--- config.mk ---
export PLATFORM = sky130hd
export DESIGN_NAME = csr_unit
export DESIGN_NICKNAME = d
export VERILOG_FILES = /design/src/ls_pkg.sv /design/src/csr_unit.sv
export SDC_FILE = /design/constraint.sdc
export NUM_CORES = 1
export LEC_CHECK = 0
export ABC_CLOCK_PERIOD_IN_PS = 1900
export BUFFER_PORTS_ARGS = -buffer_cell sky130_fd_sc_hd__buf_4
export CORE_ASPECT_RATIO = 0.75
export CORE_MARGIN = 5
export CORE_UTILIZATION = 35
export DETAILED_ROUTE_END_ITERATION = 6
export PLACE_DENSITY = 0.66
export SLEW_MARGIN = 20
export SYNTH_ARGS = -nofsm -noshare
export SYNTH_HDL_FRONTEND = slang
export SYNTH_SLANG_ARGS = --single-unit
--- constraint.sdc ---
create_clock -name clk -period 1.9 [get_ports clk]
set_input_delay 0.19 -clock clk [delete_from_list [all_inputs] [get_ports clk]]
set_output_delay 0.19 -clock clk [all_outputs]
set_load 0.005 [all_outputs]
--- src/ls_pkg.sv ---
package ls_pkg;

    localparam int XLEN      = 32;
    localparam int INST_LEN  = 32;
    localparam int RAM_WORDS = 256;

    localparam logic [XLEN-1:0] MCAUSE_LS_TRAP = 32'd5; // Load access fault.

    // ~~~~~~~~~~~~~~~~~~~~~~~~~~~~~~~~~~~~~~~~~~~~~~~~~~~~~~~~~~~~
    // Instruction fields
    // ~~~~~~~~~~~~~~~~~~~~~~~~~~~~~~~~~~~~~~~~~~~~~~~~~~~~~~~~~~~~

    typedef enum logic [4:0] {
        OP_LOAD   = 5'b00000,
        OP_ALUI   = 5'b00100,
        OP_STORE  = 5'b01000,
        OP_ALU    = 5'b01100,
        OP_SYSTEM = 5'b11100,
        OTHER     = 5'b11111
    } opcode_e;

    // Bit 3 marks a store, bits 2:0 are funct3.
    typedef enum logic [3:0] {
        MEM_LB  = 4'b0000,
        MEM_LH  = 4'b0001,
        MEM_LW  = 4'b0010,
        MEM_LBU = 4'b0100,
        MEM_LHU = 4'b0101,
        MEM_SB  = 4'b1000,
        MEM_SH  = 4'b1001,
        MEM_SW  = 4'b1010
    } memop_e;

    typedef enum logic [1:0] {
        CSR_NONE = 2'd0,
        CSR_RW   = 2'd1,
        CSR_RS   = 2'd2,
        CSR_RC   = 2'd3
    } csr_op_e;

    typedef enum logic [11:0] {
        MSTATUS = 12'h300,
        MTVEC   = 12'h305,
        MEPC    = 12'h341,
        MCAUSE  = 12'h342
    } csr_addr_e;

    typedef struct packed {
        logic            wren;
        logic            rden;
        memop_e          memop;
        logic [XLEN-1:0] wr_data;
    } mem_req_t;

    typedef enum logic [1:0] {
        IDLE,
        BUS,
        DONE
    } lsu_state_e;

    // Maps bits 6:2 of an instruction onto the known opcodes.
    function automatic opcode_e decode_op(input logic [4:0] field);
        case (field)
            OP_LOAD, OP_ALUI, OP_STORE, OP_ALU, OP_SYSTEM: return opcode_e'(field);
            default: return OTHER;
        endcase
    endfunction

endpackage

--- src/csr_unit.sv ---
`timescale 1ns/1ps

module csr_unit import ls_pkg::*; (
    input  logic                clk,
    input  logic                reset_i,
    input  logic [XLEN-1:0]     pc_i,
    input  logic [INST_LEN-1:0] instr_i,
    input  logic [XLEN-1:0]     csr_wr_data_i,
    input  logic                trap_i,
    input  logic                stall_n_i,
    output logic [XLEN-1:0]     csr_data_o,
    output logic [XLEN-1:0]     mtvec_o,
    output logic [XLEN-1:0]     mepc_o
);

    csr_op_e         csr_op;
    csr_addr_e       csr_addr;
    logic [XLEN-1:0] mstatus_q;
    logic [XLEN-1:0] mtvec_q;
    logic [XLEN-1:0] mepc_q;
    logic [XLEN-1:0] mcause_q;
    logic [XLEN-1:0] old_val;
    logic [XLEN-1:0] new_val;

    assign csr_addr = csr_addr_e'(instr_i[31:20]);

    always_comb begin
        csr_op = CSR_NONE;
        if (decode_op(instr_i[6:2]) == OP_SYSTEM) begin
            case (instr_i[14:12])
                3'd1:    csr_op = CSR_RW;
                3'd2:    csr_op = CSR_RS;
                3'd3:    csr_op = CSR_RC;
                default: csr_op = CSR_NONE;
            endcase
        end
    end

    always_comb begin
        case (csr_addr)
            MSTATUS: old_val = mstatus_q;
            MTVEC:   old_val = mtvec_q;
            MEPC:    old_val = mepc_q;
            MCAUSE:  old_val = mcause_q;
            default: old_val = '0;                // Unknown CSR reads zero.
        endcase
    end

    always_comb begin
        case (csr_op)
            CSR_RW:  new_val = csr_wr_data_i;
            CSR_RS:  new_val = old_val | csr_wr_data_i;
            CSR_RC:  new_val = old_val & ~csr_wr_data_i;
            default: new_val = old_val;
        endcase
    end

    always_ff @(posedge clk) begin
        if (reset_i) begin
            mstatus_q <= '0;
            mtvec_q   <= '0;
            mepc_q    <= '0;
            mcause_q  <= '0;
        end else if (stall_n_i) begin
            if (trap_i) begin
                mepc_q   <= pc_i;
                mcause_q <= MCAUSE_LS_TRAP;
            end else if (csr_op != CSR_NONE) begin
                case (csr_addr)
                    MSTATUS: mstatus_q <= new_val;
                    MTVEC:   mtvec_q   <= new_val;
                    MEPC:    mepc_q    <= new_val;
                    MCAUSE:  mcause_q  <= new_val;
                    default: ;
                endcase
            end
        end
    end

    assign csr_data_o = old_val;
    assign mtvec_o    = mtvec_q;
    assign mepc_o     = mepc_q;

endmodule

Word level (Yosys, flattened, before mapping)
Index checks and enable logic that the tools add are counted.

Bitwise logic cells: 4. Reduce and logical (&&, ||, !) cells: 10. Eq/ne operators: 15. Mux-type cells: 11.

Operators with widths (count): two-way mux 32 bit (6); case mux 32 bit (4 select lines) (1); case mux 32 bit (3 select lines) (1); equality test 12 x 10 -> 1 bit, second input constant (4); AND 32 bit (1); inverter 32 bit (1); OR 32 bit (1); equality test 5 x 4 -> 1 bit, second input constant (2); equality test 5 bit, second input constant (2); AND reduction 4 bit (2); nonzero test 2 bit (4); equality test 3 x 2 -> 1 bit, second input constant (2); case mux 2 bit (3 select lines) (1); AND reduction 3 bit (2); equality test 5 x 3 -> 1 bit, second input constant (1); zero test 5 bit (1); two-way mux 5 bit (1); OR reduction 5 bit (1); equality test 2 bit, second input constant (2); equality test 3 x 1 -> 1 bit, second input constant (1); equality test 2 x 1 -> 1 bit, second input constant (1); two-way mux 2 bit (1); inverter 1 bit (1).

Flip-flop bits (word level): 128. Logic and storage cells: 44. Output and inout bits: 96. Bits of input ports: 100.

Depth between registers and ports, before layout
Gate-level depths: netlist of run 1.

Word-level depth: 10. Mapped depth: 9. Mapped depth without buffers: 5.

Least setup slack after synthesis of run 1
OpenSTA, ideal clock, no wires.

Path kind: input to register. Start point: in instr_i[26]. End point: reg mepc_q[26], in the netlist mepc_o[26]. Path buffers: 2. Stages: 7. Required time: 1.821 ns. Slack: -0.103 ns. Library setup time: 0.079 ns. Data arrival time: 1.924 ns. Path through: buf_2 > or3b_1 > nor4_4 > buf_4 > a222oi_1 > or3_1 > a211oi_2.

Word-level cells in the longest chain between the ends: 7. Elaborated cells on any way between the ends: 13. Those cells by class: eq/ne: 4; mux: 5; bitwise: 2; reduce/logical: 2.

Ends and longest elaborated chain: from (decl) (RTL line csr_unit.sv:7) `input logic [INST_LEN-1:0] instr_i,`; equality test 12 x 10 -> 1 bit (on tied branches) (RTL line csr_unit.sv:40, csr_unit.sv:69); case mux 32 bit (4 select lines) (RTL line csr_unit.sv:40) `case (csr_addr)`; AND 32 bit or OR 32 bit (tied branches) (RTL line csr_unit.sv:53, csr_unit.sv:52); case mux 32 bit (3 select lines) (RTL line csr_unit.sv:50) `case (csr_op)`; two-way mux 32 bit (RTL line csr_unit.sv:69) `case (csr_addr)`; two-way mux 32 bit (RTL line csr_unit.sv:68) `end else if (csr_op != CSR_NONE) begin`; two-way mux 32 bit (RTL line csr_unit.sv:65) `if (trap_i) begin`; to (signal assigned) (RTL line csr_unit.sv:66) `mepc_q <= pc_i;`; to (signal assigned) (RTL line csr_unit.sv:72) `MEPC: mepc_q <= new_val;`; to (decl) (RTL line csr_unit.sv:20) `logic [XLEN-1:0] mepc_q;`.

Several ways; a longest one is shown, not always the timed one. The select of a mux whose other input is x is not followed. A chain may end at the register's enable or synchronous reset.

Worst setup path in the final report of run 1
Start point: in instr_i[23]. End point: out csr_data_o[14].

Word-level cells in the longest chain between the ends: 2. Elaborated cells on any way between the ends: 5. Those cells by class: eq/ne: 4; mux: 1.

Ends and longest elaborated chain: equality test 12 x 10 -> 1 bit (RTL line csr_unit.sv:40); case mux 32 bit (4 select lines) * (RTL line csr_unit.sv:40); to (decl) (RTL line csr_unit.sv:11) `output logic [XLEN-1:0] csr_data_o,`.

Mark *: on every way between the ends. The rest lies on a longest branch, timed or not.

==> results of run 1 <==
[synthesized netlist by cell type (23+ instances only)]
| master | instances |
|---|---|
| buf_2 | 23 |
| a2bb2oi_1 | 30 |
| nand4_1 | 32 |
| a211oi_1 | 66 |
| clkbuf_1 | 69 |
| dfxtp_1 | 128 |
| nor2_1 | 105 |
| nand3_1 | 32 |
| a21boi_1 | 27 |
| a2111oi_0 | 28 |
| nor3_1 | 27 |
| o2bb2ai_1 | 30 |
| or3b_2 | 29 |
| nand2_1 | 87 |
| a221o_1 | 27 |
| a311oi_1 | 27 |
[layer usage]
| layer | global-route usage [%] | vias to the layer above |
|---|---|---|
| met4 | 7.98 | 0 |
| met2 | 36.9 | 546 |
| met3 | 6.39 | 65 |
| li1 | - | 3718 |
| met5 | 0 | - |
| met1 | 35.3 | 4020 |
[critical path, cell delays in order]
cell and delay (ns):
buf_6 0.09, or4_4 0.56, buf_12 0.17, nor4_4 0.18, buf_6 0.18, buf_6 0.14, a221o_1 0.27, buf_6 0.14
[stage by stage]
step | std cells | instance area (um2) | hold WS, ns | util (%)
floorplan | 849 | 7010 | 0.359 | -
global placement | 1287 | 9280 | 0.446 | 47.6
detailed placement | 1287 | 9280 | 0.447 | 47.6
CTS | 1322 | 10600 | 0.0262 | 54.2
global route | 1338 | 10900 | 0.0423 | 56.0
finish | 1338 | 10900 | 0.0348 | 56.0
[path summary, 6_finish.rpt]
kind,startpoint,endpoint,slack (ns),cells past startpoint
hold reg to reg,mcause_q[26],mcause_q[26],0.47,1
setup reg to reg,mstatus_q[6],mtvec_o[6],0.06,6
setup / recovery,instr_i[23],csr_data_o[14],-0.22,8
hold / removal,pc_i[2],mepc_o[2],0.03,3
[kinds of logic after synthesis]
family,count (synthesis)
buf+inv,106
simple gates,353
xor+xnor,1
flops,128
compound gates,261
[where the power goes]
part	switching (W)	total [W]	internal [W]
clock network	0.00126	0.00362	0.00236
logic	0.000502	0.000889	0.000387
registers	0.0000389	0.00276	0.00272
total	0.00180	0.00727	0.00547
[registers in the layout (all words and copies together), names as in the netlist]
register,cells
mstatus_q,32
mcause_q,32
mepc_o,32
mtvec_o,32
[what timing repair did]
item | CTS | global route
buffers inserted | 10 | 17
gates resized for setup | 126 | 42
endpoints found under the setup margin | 82 | 83
pin swaps | 29 | 28
[area by class of cell]
class,count,area [um2],share of cell area [%]
inverter,6,22.5,0.206
timing repair buffer,305,2560,23.4
multi-input combinational,615,4800,44.0
clock inverter,9,154,1.41
clock buffer,22,494,4.53
tap,253,317,2.90
sequential,128,2570,23.5
==> summary.md, run 1 <==
| Metric | Value |
|---|---|
| Outcome | `finished with violations` |
| Violations in the final reports | `negative setup slack` |
| Setup TNS | `-4.55 ns` |
| Final hold viol count | `0` |
| Commonest cells after routing, fill and taps aside | `272 x buf_4, 123 x dfxtp_1, 104 x nor2_1` |
| Clk buf depth | `2` |
| Worst Skew | `0.00612 ns` |
| Routed vias | `8,349` |
| Die height | `between 100 and 150 um` |
| Largest net degree at the start of global routing | `67` |
| Layout net count | `1,173` |
| CTS Sinks | `128` |
| Post-route ant nets | `0` |
| Vias in the first global route | `approximately 7,900` |
| Number of max-cap violations | `0` |
| Compound-cell area share of the yosys netlist | `31.3%` |
| Synth cell types | `55` |
| GRT Util Overall | `roughly 25%` |
| Ant diodes | `0` |
| WS Path Type | `in -> out` |
| Routability Congestion | `around 0.86` |
| Register area share after synthesis | `a little under two fifths` |
| Pwr Total | `0.00727 W` |
| Pre-CTS setup slack | `-0.554 ns` |
| Critical Path RT | `between 1.5 and 2 ns` |
| Mapped Avg Cell Area | `between 8 and 9 um2` |
| Synth area leaders | `dfxtp_1 37%, a211oi_1 7.1%, nor2_1 5.6%` |
| Max_slew headroom | `between 40 and 50%` |
| Hold WC Path Type | `in -> reg` |
| Synthesized area | `around 0.0070 mm2` |
| Max VDD drop | `0.541 mV` |
| Top_reg_cell synth | `dfxtp_1` |
| Via density | `6.24` |
| Grt ovf | `0` |
| Root buffer cell | `clkbuf_16` |
| Final setup fails | `37` |
| Max-slew violation count | `0` |
| Synth Area in Adders | `0%` |
| Cells after synthesis | `849` |
| Dpl hpwl | `20.0 mm` |
| Die width | `~170 um` |
| Wl on met1 | `around 13 mm` |
| Power per cell area | `about 670 mW/mm2` |
| Post-synthesis mux area share | `0%` |
| Clk slew on worst S/H paths | `0.06 ns` |
| TritonCTS buffer count | `17` |
| Synth Net Count | `949` |
| Clock latency on the worst-skew pair | `around 0.43 ns` |
| Final worst slack | `-0.220 ns` |
| RSZ-0062 raised after global routing | `yes` |
| Fraction of layout instances using a drive strength above 1 | `between 40% and 50%` |
| WL final | `30.3 mm` |
| Leakage | `4.09 nW` |
| Starting density of the core | `35.8%` |
| Hold Buf Count CTS | `0` |
| Routed wire length on met2 | `around 13 mm` |
| Core Region | `around 0.019 mm2` |
| DR iter-0 viols | `808` |
| Crit end category | `output pin` |
| Die area | `0.0229 mm2` |
| Post-synth ARST share | `0%` |
| Htree depth | `4` |
| Most common cell after layout, fill and taps aside | `buf_4` |
| Max FO, Critical Path | `7` |
| Top sig layer | `met4` |
| # rows | `44` |
| Area leader, netlist | `dfxtp_1` |
| Largest family of logic cells by synthesized area | `compound AO/OA/AOI/OAI gates` |
| WL per Instance | `about 23 um` |
| WL met3 | `a little under 3 mm` |
| EDFF count, synth | `0` |
| DRC | `0` |
| First-pass GRT wire length | `45.8 mm` |
| Synthesized flop and latch total | `128` |
| Fin crit period | `2.12 ns` |
| Synth top area share | `between 30% and 40%` |
| CTS tree | `done` |
| Port buffer count | `approximately 180` |
| Router iterations before antenna repair | `6` |
| Post-synthesis xor/xnor area fraction | `less than 1%` |
| CP arrival | `just under 2 ns` |
| Area Growth Syn to Fin | `56.5%` |
| Slew of the pin with the lowest slew margin | `0.869 ns` |
| Startpoint Class | `input pin` |
| Max Fclk | `472 MHz` |
| Syn. warnings | `0` |
| # IOs | `about 200` |
| Synth Area in Simple Gates | `25.6%` |
| Fill cells | `approximately 1,700` |
| Initial antenna violation count | `0` |
| Tcrit/Tclk final | `112%` |
Power figures use the tool's default switching activity.
==> run 2, diff against run 1 <==
- HOLD_SLACK_MARGIN: default -> 0.06
==> summary.md, run 2 (synthesis gave the netlist of run 1 again) <==
| Metric | Value |
|---|---|
| Ant diodes | `0` |
| RR Startpoint | `mstatus_q[6]` |
| Placed cells | `about 1,300` |
| Crit-path slowest cell | `or4_4` |
| Power per cell area | `around 670 mW/mm2` |
| DRC | `0` |
| Worst Reg2Reg Path Length in Cells | `6` |
| TritonCTS buffer count | `17` |
| Critical Path Most Common Cell | `buf_6` |
| Tcrit/Tclk final | `111%` |
| Crit path max-delay family | `buffers and inverters` |
| Via density | `roughly 6` |
| WL final | `between 30 and 40 mm` |
| Router iterations before antenna repair | `6` |
| Final Non-Filler Cells | `~1,300` |
| Worst Skew | `0.00562 ns` |
| CTS Sinks | `128` |
| Worst path bufs/invs | `6` |
| DR iter-0 viols | `between 700 and 800` |
| Most common cell after layout, fill and taps aside | `buf_4` |
| Fin crit period | `approximately 2.1 ns` |
| Pwr Total | `0.00728 W` |
| Critical Path RT | `~1.7 ns` |
| Final worst slack | `-0.215 ns` |
| Fraction of layout instances using a drive strength above 1 | `between 40 and 50%` |
| Hold WC Path Type | `in -> reg` |
| Max VDD drop | `0.539 mV` |
| First-pass GRT wire length | `between 40 and 50 mm` |
| Routability Congestion | `roughly 0.86` |
| Grt ovf | `0` |
| Dpl hpwl | `approximately 20 mm` |
| Port buffer count | `183` |
| Fill cells | `around 1,700` |
| Critical Path, Cell by Cell | `buf_6 -> or4_4 -> buf_12 -> nor4_4 -> buf_4 -> buf_6 -> a221o_1 -> buf_4 -> buf_6` |
| CTS tree | `done` |
| Clk buf depth | `2` |
| Final setup fails | `38` |
| WS Path Type | `in -> out` |
| Max_slew headroom | `a little over two fifths` |
| Routed vias | `around 8,300` |
| Slew of the pin with the lowest slew margin | `~0.84 ns` |
| Crit end category | `output pin` |
| # rows | `44` |
| # IOs | `just under 200` |
| WL per Instance | `22.6 um` |
| Outcome | `finished with violations` |
| Die width | `around 170 um` |
| Violations in the final reports | `negative setup slack` |
| Register Area | `~0.0026 mm2` |
| Vias in the first global route | `between 7,000 and 8,000` |
| Post-route ant nets | `0` |
| RSZ-0062 raised after global routing | `yes` |
| Hold Path Sink | `mepc_o[2]` |
| Clock latency on the worst-skew pair | `0.42 ns` |
| Worst hold start | `stall_n_i` |
| Final hold viol count | `0` |
| Starting density of the core | `35.8%` |
| R2R Setup Slk | `roughly 0.05 ns` |
| Core Region | `~0.019 mm2` |
| GRT Util Overall | `between 20% and 30%` |
| Hold Slack | `around 0.09 ns` |
| Htree depth | `4` |
| Layout net count | `approximately 1,200` |
| RR Endpoint | `mtvec_o[6]` |
| CP max stage delay | `~0.56 ns` |
| Clk slew on worst S/H paths | `approximately 0.060 ns` |
| CP arrival | `between 1.5 and 2 ns` |
| Number of max-cap violations | `0` |
| Startpoint Class | `input pin` |
| Root buffer cell | `clkbuf_16` |
| Hold depth | `3` |
| Area Growth Syn to Fin | `56.7%` |
| Leakage | `around 4.1 nW` |
| Initial antenna violation count | `0` |
| Commonest cells after routing, fill and taps aside | `272 x buf_4, 123 x dfxtp_1, 104 x nor2_1` |
| Largest net degree at the start of global routing | `67` |
| Max-slew violation count | `0` |
| Max FO, Critical Path | `7` |
| Max Fclk | `473 MHz` |
| Die height | `132 um` |
| Area of the multi-input gates | `0.00480 mm2` |
| Die area | `0.0229 mm2` |
## run 2: changes by cell type in the layout (fill, tap and decap cells not counted), sizes merged
cell,change
dlygate4sd3,+2
## run 2: tightest hold or removal path, delay by kind of cell
family,cells,cell delay [ns]
and+or+nand+nor,1,0.09
buffers and inverters,1,0.12
AOI/OAI and AO/OA,1,0.07
## run 2: routing by layer
metal | track usage, % | share of wire (%)
met5 | 0 | 0
met3 | 6.39 | 9.7
met4 | 7.98 | 2.4
met1 | 35.4 | 44
met2 | 36.9 | 44
## run 2: metrics by stage
step / util (%) / TNS (ns) / instance area [um2] / setup WS (ns)
after CTS: 54.3 / -4.63 / 10600 / -0.227
after global routing: 56.1 / -7.94 / 10900 / -0.266
final: 56.1 / -4.52 / 10900 / -0.215
after global placement: 47.6 / -54.45 / 9280 / -0.518
after detailed placement: 47.6 / -56.74 / 9280 / -0.554
after floorplan: - / -1.75 / 7010 / -0.0881
## run 2: layout make-up
cell class / count / area share (%)
Clock buffer: 22 / 4.52
Clock inverter: 9 / 1.41
Inverter: 6 / 0.206
Multi-Input combinational cell: 615 / 43.9
Sequential cell: 128 / 23.5
Tap cell: 253 / 2.89
Timing Repair Buffer: 307 / 23.6
## run 2: worst max-delay path by stage
stage / to / cells after the start / from
floorplan: mepc_o[26] / 7 / instr_i[23]
global placement: mtvec_o[16] / 8 / instr_i[23]
detailed placement: mtvec_o[16] / 8 / instr_i[23]
CTS: csr_data_o[13] / 9 / instr_i[23]
global route: csr_data_o[4] / 9 / instr_i[23]
finish: csr_data_o[4] / 9 / instr_i[23]
## run 2: repair_timing
action	in CTS	in global routing
resized for setup	126	42
hold buffers	2	0
hold endpoints to repair	2	0
pin swaps	29	28
setup buffers	10	17
setup endpoints to repair	82	83
## run 2: report_power, final
part	switching, W	internal (W)
registers	0.0000392	0.00272
logic	0.000502	0.000390
clock network	0.00126	0.00236
